$ cat src/sigma_pkg.sv
// shared widths, opcodes, sequencer phases and memory request type for the sigma core
package sigma_pkg;

    localparam int word_width = 32;
    localparam int address_width = 17;
    localparam int register_count = 16;

    // bit 0 is the most significant bit, as in the machine's manuals
    typedef logic [0:word_width-1] word_t;

    // word address occupies instruction bits 15-31
    typedef logic [word_width-address_width:word_width-1] address_t;

    typedef logic [0:3] register_index_t;

    // lane 0 is the most significant byte
    typedef logic [0:3] byte_enable_t;

    typedef logic [0:1] byte_select_t;

    // kept subset of the instruction set
    typedef enum logic [1:7] {
        ai      = 7'h20,
        li      = 7'h22,
        wait_op = 7'h2E,
        lw      = 7'h32,
        stw     = 7'h35,
        dw      = 7'h36,
        bal     = 7'h6A,
        lb      = 7'h72,
        stb     = 7'h75
    } opcode_t;

    typedef enum logic [2:0] {
        fetch,
        prepare_address,
        indirect_read,
        index_add,
        execute,
        store_release,
        divide_wait,
        halted
    } phase_t;

    // a write happens at the edge where any byte enable is set
    typedef struct packed {
        address_t     address;
        word_t        write_data;
        byte_enable_t byte_enables;
    } mem_request_t;

endpackage

$ cat src/sigma_register_file.sv
// sixteen private registers of the core, two combinational reads and one clocked write
module sigma_register_file
    import sigma_pkg::*;
(
    input  logic            clock,
    input  logic            reset,
    input  register_index_t read_index_a,
    input  register_index_t read_index_b,
    output word_t           read_data_a,
    output word_t           read_data_b,
    input  logic            write_strobe,
    input  register_index_t write_index,
    input  word_t           write_data
);

    word_t registers [register_count];

    always_ff @(posedge clock or posedge reset) begin
        if (reset) begin
            for (int i = 0; i < register_count; i++) begin
                registers[i] <= '0;
            end
        end else if (write_strobe) begin
            registers[write_index] <= write_data;
        end
    end

    // register 0 is ordinary here, the sequencer treats index field 0 as no index
    assign read_data_a = registers[read_index_a];
    assign read_data_b = registers[read_index_b];

endmodule

$ cat src/sigma_divider.sv
// non-restoring doubleword by word divide, started by a pulse, done pulse 33 cycles later
module sigma_divider
    import sigma_pkg::*;
(
    input  logic  clock,
    input  logic  reset,
    input  logic  start,
    input  word_t dividend_high,
    input  word_t dividend_low,
    input  word_t divisor,
    output logic  done,
    output word_t quotient,
    output word_t remainder
);

    logic        busy;
    logic [4:0]  step_count;
    word_t       divisor_held;
    // partial remainder with a sign bit in front
    logic [0:32] partial;
    logic [0:32] shifted;
    logic [0:32] stepped;
    logic [0:32] corrected;

    always_comb begin
        shifted = {partial[1:32], quotient[0]};
        // previous sign picks add or subtract
        if (partial[0]) begin
            stepped = shifted + {1'b0, divisor_held};
        end else begin
            stepped = shifted - {1'b0, divisor_held};
        end
        // final correction brings a negative remainder back into range
        if (partial[0]) begin
            corrected = partial + {1'b0, divisor_held};
        end else begin
            corrected = partial;
        end
    end

    assign remainder = corrected[1:32];

    always_ff @(posedge clock or posedge reset) begin
        if (reset) begin
            busy <= 1'b0;
            step_count <= '0;
            done <= 1'b0;
        end else begin
            done <= 1'b0;
            if (start && !busy) begin
                busy <= 1'b1;
                step_count <= '0;
            end else if (busy) begin
                step_count <= step_count + 5'd1;
                if (step_count == 5'd31) begin
                    busy <= 1'b0;
                    done <= 1'b1;
                end
            end
        end
    end

    always_ff @(posedge clock) begin
        if (start && !busy) begin
            partial <= {1'b0, dividend_high};
            quotient <= dividend_low;
            divisor_held <= divisor;
        end else if (busy) begin
            partial <= stepped;
            quotient <= {quotient[1:31], ~stepped[0]};
        end
    end

endmodule

$ cat src/sigma_sequencer.sv
// phase sequencer of the core that fetches, forms the effective address and executes
module sigma_sequencer
    import sigma_pkg::*;
#(
    parameter address_t start_address = '0
) (
    input  logic            clock,
    input  logic            reset,
    input  word_t           memory_data,
    output mem_request_t    memory_request,
    output logic            halted,
    output register_index_t read_index_a,
    output register_index_t read_index_b,
    input  word_t           read_data_a,
    input  word_t           read_data_b,
    output logic            write_strobe,
    output register_index_t write_index,
    output word_t           write_data,
    output logic            start,
    output word_t           dividend_high,
    output word_t           dividend_low,
    output word_t           divisor,
    input  logic            done,
    input  word_t           quotient,
    input  word_t           remainder
);

    phase_t          phase;
    address_t        program_address;
    address_t        next_address;
    address_t        effective_address;
    word_t           instruction;
    word_t           index_offset;
    byte_select_t    byte_select;
    word_t           store_data;
    byte_enable_t    store_enables;
    logic            quotient_pending;
    opcode_t         opcode;
    register_index_t operand_register;
    word_t           immediate;
    word_t           add_a;
    word_t           add_b;
    word_t           sum;
    logic [0:7]      loaded_byte;
    address_t        request_address;

    assign opcode = opcode_t'(instruction[1:7]);
    assign operand_register = instruction[8:11];
    assign immediate = {{12{instruction[12]}}, instruction[12:31]};
    assign halted = (phase == sigma_pkg::halted);

    // the one adder shared by index addition and AI
    assign add_a = (phase == index_add) ? {15'd0, effective_address} : read_data_a;
    assign add_b = (phase == index_add) ? index_offset : immediate;
    assign sum = add_a + add_b;

    always_comb begin
        case (byte_select)
            2'd0: loaded_byte = memory_data[0:7];
            2'd1: loaded_byte = memory_data[8:15];
            2'd2: loaded_byte = memory_data[16:23];
            default: loaded_byte = memory_data[24:31];
        endcase
    end

    always_comb begin
        case (phase)
            indirect_read, execute, store_release: request_address = effective_address;
            default: request_address = program_address;
        endcase
    end

    assign memory_request = '{
        address: request_address,
        write_data: store_data,
        byte_enables: store_enables
    };

    // port b reads the odd partner during execute and the index register otherwise
    assign read_index_a = operand_register;
    assign read_index_b = (phase == execute) ? (operand_register | 4'b0001)
                                             : {1'b0, instruction[12:14]};

    assign start = (phase == execute) && (opcode == dw);
    assign dividend_high = read_data_a;
    assign dividend_low = read_data_b;
    assign divisor = memory_data;

    always_comb begin
        write_strobe = 1'b0;
        write_index = operand_register;
        write_data = sum;
        if (phase == execute) begin
            case (opcode)
                li: begin
                    write_strobe = 1'b1;
                    write_data = immediate;
                end
                ai: write_strobe = 1'b1;
                lw: begin
                    write_strobe = 1'b1;
                    write_data = memory_data;
                end
                lb: begin
                    write_strobe = 1'b1;
                    write_data = {24'd0, loaded_byte};
                end
                bal: begin
                    write_strobe = 1'b1;
                    write_data = {15'd0, next_address};
                end
                default: write_strobe = 1'b0;
            endcase
        end else if (phase == divide_wait) begin
            // remainder first and the quotient to the odd partner a cycle later
            write_strobe = done || quotient_pending;
            if (quotient_pending) begin
                write_index = operand_register | 4'b0001;
                write_data = quotient;
            end else begin
                write_data = remainder;
            end
        end
    end

    always_ff @(posedge clock or posedge reset) begin
        if (reset) begin
            phase <= fetch;
            program_address <= start_address;
            store_enables <= '0;
            quotient_pending <= 1'b0;
        end else begin
            case (phase)
                fetch: begin
                    case (opcode_t'(memory_data[1:7]))
                        lw, lb, stw, stb, bal, dw: phase <= prepare_address;
                        default: phase <= execute;
                    endcase
                end
                prepare_address: phase <= instruction[0] ? indirect_read : index_add;
                indirect_read: phase <= index_add;
                index_add: phase <= execute;
                execute: begin
                    case (opcode)
                        li, ai, lw, lb: begin
                            program_address <= next_address;
                            phase <= fetch;
                        end
                        bal: begin
                            program_address <= effective_address;
                            phase <= fetch;
                        end
                        stw: begin
                            store_enables <= 4'b1111;
                            phase <= store_release;
                        end
                        stb: begin
                            store_enables <= 4'b1000 >> byte_select;
                            phase <= store_release;
                        end
                        dw: phase <= divide_wait;
                        default: phase <= sigma_pkg::halted;
                    endcase
                end
                store_release: begin
                    store_enables <= '0;
                    program_address <= next_address;
                    phase <= fetch;
                end
                divide_wait: begin
                    if (quotient_pending) begin
                        quotient_pending <= 1'b0;
                        program_address <= next_address;
                        phase <= fetch;
                    end else if (done) begin
                        quotient_pending <= 1'b1;
                    end
                end
                default: phase <= sigma_pkg::halted;
            endcase
        end
    end

    always_ff @(posedge clock) begin
        case (phase)
            fetch: begin
                instruction <= memory_data;
                next_address <= program_address + 17'd1;
            end
            prepare_address: begin
                effective_address <= instruction[15:31];
                byte_select <= '0;
                if (instruction[12:14] == 3'd0) begin
                    index_offset <= '0;
                end else if (opcode == lb || opcode == stb) begin
                    // word offset from the upper bits and byte position from the low two
                    index_offset <= {2'b00, read_data_b[0:29]};
                    byte_select <= read_data_b[30:31];
                end else begin
                    index_offset <= read_data_b;
                end
            end
            indirect_read: effective_address <= memory_data[15:31];
            index_add: effective_address <= sum[15:31];
            execute: begin
                if (opcode == stb) begin
                    store_data <= {24'd0, read_data_a[24:31]} << (8 * (3 - byte_select));
                end else begin
                    store_data <= read_data_a;
                end
            end
        endcase
    end

endmodule

$ cat src/sigma_cpu.sv
// top level of the core, joins sequencer, register file and divider to the memory ports
module sigma_cpu
    import sigma_pkg::*;
#(
    parameter address_t start_address = '0
) (
    input  logic         clock,
    input  logic         reset,
    input  word_t        memory_data,
    output mem_request_t memory_request,
    output logic         halted
);

    register_index_t read_index_a;
    register_index_t read_index_b;
    word_t           read_data_a;
    word_t           read_data_b;
    logic            write_strobe;
    register_index_t write_index;
    word_t           write_data;
    logic            divide_start;
    logic            divide_done;
    word_t           dividend_high;
    word_t           dividend_low;
    word_t           divisor;
    word_t           quotient;
    word_t           remainder;

    sigma_sequencer #(
        .start_address(start_address)
    ) sequencer (
        .clock(clock),
        .reset(reset),
        .memory_data(memory_data),
        .memory_request(memory_request),
        .halted(halted),
        .read_index_a(read_index_a),
        .read_index_b(read_index_b),
        .read_data_a(read_data_a),
        .read_data_b(read_data_b),
        .write_strobe(write_strobe),
        .write_index(write_index),
        .write_data(write_data),
        .start(divide_start),
        .dividend_high(dividend_high),
        .dividend_low(dividend_low),
        .divisor(divisor),
        .done(divide_done),
        .quotient(quotient),
        .remainder(remainder)
    );

    sigma_register_file register_file (
        .clock(clock),
        .reset(reset),
        .read_index_a(read_index_a),
        .read_index_b(read_index_b),
        .read_data_a(read_data_a),
        .read_data_b(read_data_b),
        .write_strobe(write_strobe),
        .write_index(write_index),
        .write_data(write_data)
    );

    sigma_divider divider (
        .clock(clock),
        .reset(reset),
        .start(divide_start),
        .dividend_high(dividend_high),
        .dividend_low(dividend_low),
        .divisor(divisor),
        .done(divide_done),
        .quotient(quotient),
        .remainder(remainder)
    );

endmodule

$ cat config.mk
export PLATFORM = sky130hd
export DESIGN_NAME = sigma_cpu
export DESIGN_NICKNAME = d
export VERILOG_FILES = /design/src/sigma_pkg.sv /design/src/sigma_register_file.sv /design/src/sigma_divider.sv /design/src/sigma_sequencer.sv /design/src/sigma_cpu.sv
export SDC_FILE = /design/constraint.sdc
export NUM_CORES = 2
export LEC_CHECK = 0
export ABC_AREA = 0
export BUFFER_PORTS_ARGS = -buffer_cell sky130_fd_sc_hd__buf_2
export CAP_MARGIN = 20
export CELL_PAD_IN_SITES_DETAIL_PLACEMENT = 1
export CELL_PAD_IN_SITES_GLOBAL_PLACEMENT = 2
export CORE_AREA = 2 2 362 364
export CTS_CLUSTER_SIZE = 10
export DETAILED_ROUTE_END_ITERATION = 7
export DIE_AREA = 0 0 364 366
export HOLD_SLACK_MARGIN = 0.03
export MAX_ROUTING_LAYER = met4
export PLACE_DENSITY = 0.83
export REMOVE_ABC_BUFFERS = 1
export SETUP_SLACK_MARGIN = 0.2
export SYNTH_ARGS = -nofsm -noshare
export SYNTH_HDL_FRONTEND = slang
export SYNTH_SLANG_ARGS = --single-unit
$ cat constraint.sdc
create_clock -name clock -period 16.8 [get_ports clock]
set_input_delay 0.84 -clock clock [delete_from_list [all_inputs] [get_ports clock]]
set_output_delay 0.84 -clock clock [all_outputs]
set_load 0.05 [all_outputs]
Word level (Yosys, flattened, before mapping)
Cells that the tools add are included.

storage, ports and cells
  register bits = 773
  input port bits = 34
  output and inout bits = 54
  word-level logic and storage cells = 154

operators by class
  add/sub/neg operators = 7
  $lt $le $gt $ge = 4
  eq/ne operators = 27
  shift-type cells = 2
  muxes and demuxes = 53
  bitwise gates (word level) = 5
  reductions and logical operators = 22

operators by type and width
  operator                 count
  $bwmux W512              1
  $mux W32                 16
  $bmux W32 S4             2
  $demux W32 S4            1
  $pmux W32 S4             1
  $pmux W17 S3             2
  $add A32 B32 Y32         2
  $eq A7 B6 Y1 const B     8
  $eq A7 B7 Y1 const B     6
  $mux W17                 2
  $pmux W17 S2             1
  $add A33 B32 Y33         1
  $mux W33                 1
  $sub A33 B32 Y33         1
  $shl A8 B32 Y32          1
  $mux W30                 1
  $pmux W8 S3              1
  $pmux W3 S7              1
  $add A17 B1 Y17 const B  1
  $pmux W4 S2              2
  $ge A5 B5 Y1 const B     3
  $mux W1                  15
  $not A4 Y5               3
  $eq A3 B3 Y1 const B     4
  other kinds (30)         43

Depth between registers and ports, before layout
  depth in word-level cells = 9
  gate-level depth with buffers = 22
  mapped depth without buffers = 17

By module
Synthesis repeated with hierarchy kept, for this count alone.

second synthesis, totals
  cells, all modules = 3930
  area, all modules = 46679.8 sq um

by module, submodules not included
  module               instances  cells an instance  area an instance (sq um)  sequential area each (sq um)
  sigma_register_file  1          1677               26466.6                   12812.3
  sigma_sequencer      1          1295               11705.0                   4589.4
  sigma_divider        1          958                8508.2                    3078.0

Worst setup path before layout
Ideal clock, no wire load.

  path type = reg-to-reg
  start = register sequencer.instruction[20]
  end = register register_file.registers[156] (netlist bit)
  setup time = 0.133 ns
  data arrival time = 5.221 ns
  data required time = 16.667 ns
  path slack = 11.446 ns
  stages on the path, launching flop included = 23
  buffers on the path = 5
  period minus slack after synthesis = 5.354 ns
  path through = edfxtp_1 > buf_2 > buf_2 > buf_1 > clkbuf_1 > mux4_2 > mux2i_1 > nand2_1 > o21ai_0 > o21ai_0 > ha_1 > inv_1 > fa_1 > nand2b_1 > a21oi_1 > o21ai_0 > a21oi_1 > nor2_1 > o41ai_1 > xor2_1 > a211oi_1 > clkbuf_1 > o21ai_0

between the ends
  word-level cells in the longest chain between the ends = 9
  elaborated cells between the ends (all ways) = 19
  those cells by class = add/sub: 1; order compare: 2; mux: 13; bitwise: 2; reduce/logical: 1

RTL lines
  what                                                                 RTL line                                              RTL
  start: declaration                                                   sigma_sequencer.sv:32                                 word_t instruction;
  start signal: assignment                                             sigma_sequencer.sv:187                                instruction <= memory_data;
  $not A4 Y5 (implied by the code) / $mux W1 (equally long branches)   sigma_register_file.sv:29, sigma_sequencer.sv:117
  $bmux W32 S4 / $mux W1 (equally long branches)                       sigma_register_file.sv:29, sigma_sequencer.sv:114
  $mux W32 (implied by the code) / $mux W1 (equally long branches)     sigma_register_file.sv:29, sigma_sequencer.sv:93
  $mux W32 (implied by the code) / $not A4 Y5 (equally long branches)  sigma_register_file.sv:29, sigma_register_file.sv:24
  $mux W32, or another cell as far along                               sigma_sequencer.sv:53                                 assign add_a = (phase == index_add) ? {15'd0, effective_address} : read_data_a;
  $add A32 B32 Y32 / $logic_and A1 B1 Y1 (equally long branches)       sigma_sequencer.sv:55, sigma_register_file.sv:24
  $pmux W32 S4, or another cell as far along                           sigma_sequencer.sv:94                                 case (opcode)
  $mux W32 / $demux W32 S4 (equally long branches)                     sigma_sequencer.sv:93, sigma_register_file.sv:24
  $bwmux W512 *                                                        sigma_register_file.sv:24                             registers[write_index] <= write_data;
  end signal: indexed assignment                                       sigma_register_file.sv:24
  end: declaration                                                     sigma_register_file.sv:16                             word_t registers [register_count];

Every way passes the cells marked *; elsewhere a longest branch is shown, timed or not. The select of a mux whose other input is x is not followed.
A chain may end at the register's enable or synchronous reset.

Worst setup path in the final report
  start = register sequencer.instruction[20]
  end = register register_file.registers[349] (netlist bit)

Same word-level chain as after synthesis.

==> run metrics <==
status=finished, final reports clean; fin cells=6,266; global-route wire length before repair=261,000 µm; sequential share of the synthesized area=45.6%; GRT overflow=0; dpl cells=6,092; Synth Register Bits=773; core area=129,000 µm²; switch share=46.8%; Yosys cell types=87; FMAX=145 MHz; layout cell share with drive strength beyond 1=15.5%; worst-margin pin slew=1150 ps; die height=366 µm; Worst Skew=41.7 ps; number of global-route vias before repair=37,900; setup tns final=0 ps; cell taking the most area after synthesis=dfrtp_1; Synth area leaders=dfrtp_1, edfxtp_1, mux4_2; clk_lat worst skew=700 ps; Req. time, crit path=17,300 ps; power density over the cells=173 nW/µm²; worst vdd ir=0.000110 V; Clock power frac=23.1%; largest net degree at the start of global routing=118; Net Switching=4.07 mW; final worst-path cycle share=41.0%; met1 Usage GRT=37.2%; Tmin final=6880 ps; clock-pin slew on the worst setup and hold paths=60 ps; I/O Pins=88; final hold vios=0; wire per inst=28.3 µm; Crit Reg-Reg Startpoint=sequencer.instruction[20]$_DFFE_PP_; CTS tree=yes; Min-Delay Path Class=input port to asynchronous set/reset pin; max_slew headroom=22.1%; gr busiest metal=met2; worst endpoint data arrival time=7380 ps; post-synth top area share=30.3%; clock sink total=773; DR iter-0 viols=4,141; Root Buffer=clkbuf_16; post-DP HPWL=117,000 µm; Worst Setup End Kind=register; GR Util All Layers=27.0%; initial antenna violation count=11; Worst setup SP type=register; drt drc=0; Flop pwr share=27.6%; Post-synth ARST share=70.4%; Comb power frac=49.3%; Leakage=20.7 nW; worst r2r path cells=19; drt pass-1 iters=8; Top FF cell, synth=dfrtp_1; FP Rows=132; clk buf depth=3; Max-cap violations=0; drt via density=6.05; Starting Density=34.8%; # fillers=14,400; Synth Instances=4,522; fin util=38.9%; commonest non-fill, non-tap cell in the layout=nand2_1; Nets=4,588; GRT met2 Usage=39.5%; Tot Pwr=8.69 mW; port bufs=87; CP startpoint=sequencer.instruction[20]$_DFFE_PP_; post-cts sizing count=0; Die Wd=364 µm; post-synthesis cell area=44,900 µm²; worst setup path class=register to register; die area=133,000 µm²; Routability Congestion=0.978; RSZ-0062 raised after global routing=false; largest fanout on the critical path=80; post-route ant nets=0; H-tree lvl count=3; Synth Area per Inst=9.94 µm²; Vias=37,900; Cell Int Power=4.63 mW; max-slew violation count=0; P&R area growth vs syn=11.6%; finished layout cell area=50,200 µm²; Post-synth EDFFs=228; most frequent cells in the layout=nand2_1, o21ai_0, dfrtp_1, edfxtp_1, mux4_2; setup repair bufs after CTS=0; yosys warns=0; Setup-failing EPs final=0; Hold Buf Count CTS=0; CTS Buf Count=95; GRT met3 Usage=4.73%; DRT Wirelength=177,000 µm; Post-Place Cell Area=47,200 µm²
-- metal layers --
layer | wire [µm] | share of wire (%)
met1 | 76600 | 43
met2 | 78500 | 44
met3 | 14700 | 8.3
met4 | 7600 | 4.3
met5 | 0 | 0
-- synthesized netlist by cell type, drive strengths merged, types with 98 or more instances --
cell type  instances
nand2           1003
mux4             221
nor2             162
clkbuf           290
nand3            131
edfxtp           228
a21oi            152
ha                98
dfrtp            544
mux2             102
o21ai            665
-- power by group through the flow --
stage | Sequential, mW | Combinational, mW | Clock (mW)
3_5_place_dp | 2.42 | 4.16 | 0
3_3_place_gp | 2.41 | 4.10 | 0
4_1_cts | 2.39 | 4.18 | 2.03
5_1_grt | 2.41 | 4.57 | 2.10
6_report | 2.40 | 4.29 | 2.00
2_1_floorplan | 2.42 | 2.48 | 0
-- kinds of logic after synthesis --
group                    Yosys count  share of synthesized area, %
adder cells (fa/ha/maj)          101                          2.86
AO/OA/AOI/OAI                   1231                          16.4
flip-flops                       773                          45.6
multiplexers                     386                          15.0
AND/OR/NAND/NOR                 1508                          14.3
buffers and inverters            406                          3.52
XOR/XNOR                         117                          2.28
-- final cells by class --
| class | count | area, µm² | area share, % |
|---|---|---|---|
| diodes | 7 | 17.5 | 0.0349 |
| clock buffers | 145 | 2700 | 5.38 |
| repair buffers | 186 | 1270 | 2.53 |
| flip-flops and latches | 773 | 20500 | 40.8 |
| well taps | 1742 | 2180 | 4.34 |
| multi-input cells | 3343 | 23100 | 46.0 |
| clock inverters | 16 | 216 | 0.431 |
| inverters | 54 | 215 | 0.429 |
-- final timing paths --
| kind | slack [ps] | endpoint |
|---|---|---|
| max in group asynchronous | 13280 | sequencer.program_address[10]$_DFFE_PP0P_ |
| setup / recovery | 9920 | register_file.registers[349]$_DFFE_PP0P_ |
| hold reg to reg | 480 | register_file.registers[171]$_DFFE_PP0P_ |
| hold / removal | 300 | register_file.registers[88]$_DFFE_PP0P_ |
| min in group clock | 450 | sequencer.instruction[1]$_DFFE_PP_ |
| setup reg to reg | 9920 | register_file.registers[349]$_DFFE_PP0P_ |
-- stage by stage --
stage | setup WS (ps) | hold WS (ps)
6_report | 9920 | 296
5_1_grt | 9520 | 386
4_1_cts | 9830 | 339
3_5_place_dp | 9860 | 467
3_3_place_gp | 9900 | 456
2_1_floorplan | 753 | 443
-- sequential cells by signal, summed over array words and instances (netlist names) --
name                         cells
register_file.registers        512
divider.partial                 33
divider.divisor_held            32
divider.quotient                32
sequencer.index_offset          32
sequencer.instruction           32
sequencer.store_data            32
sequencer.effective_address     17
sequencer.next_address          17
sequencer.program_address       17
divider.step_count               5
sequencer.store_enables          4
sequencer.phase                  3
sequencer.byte_select            2
divider.busy                     1
divider.done                     1
sequencer.quotient_pending       1
-- worst max-delay path: stages (launching register included) --
cell and delay [ps]:
edfxtp_1 380, buf_12 490, buf_4 890, mux4_2 600, mux2i_1 170, nand2_1 80
o21ai_1 150, buf_4 220, o21a_1 180, inv_1 60, ha_1 310, a211oi_1 360
o21a_1 220, nor3_1 80, o311ai_0 750, a21oi_1 250, or3_1 390, a21oi_1 190
o32a_1 600, o21ai_0 210
Power figures use the tool's default switching activity.
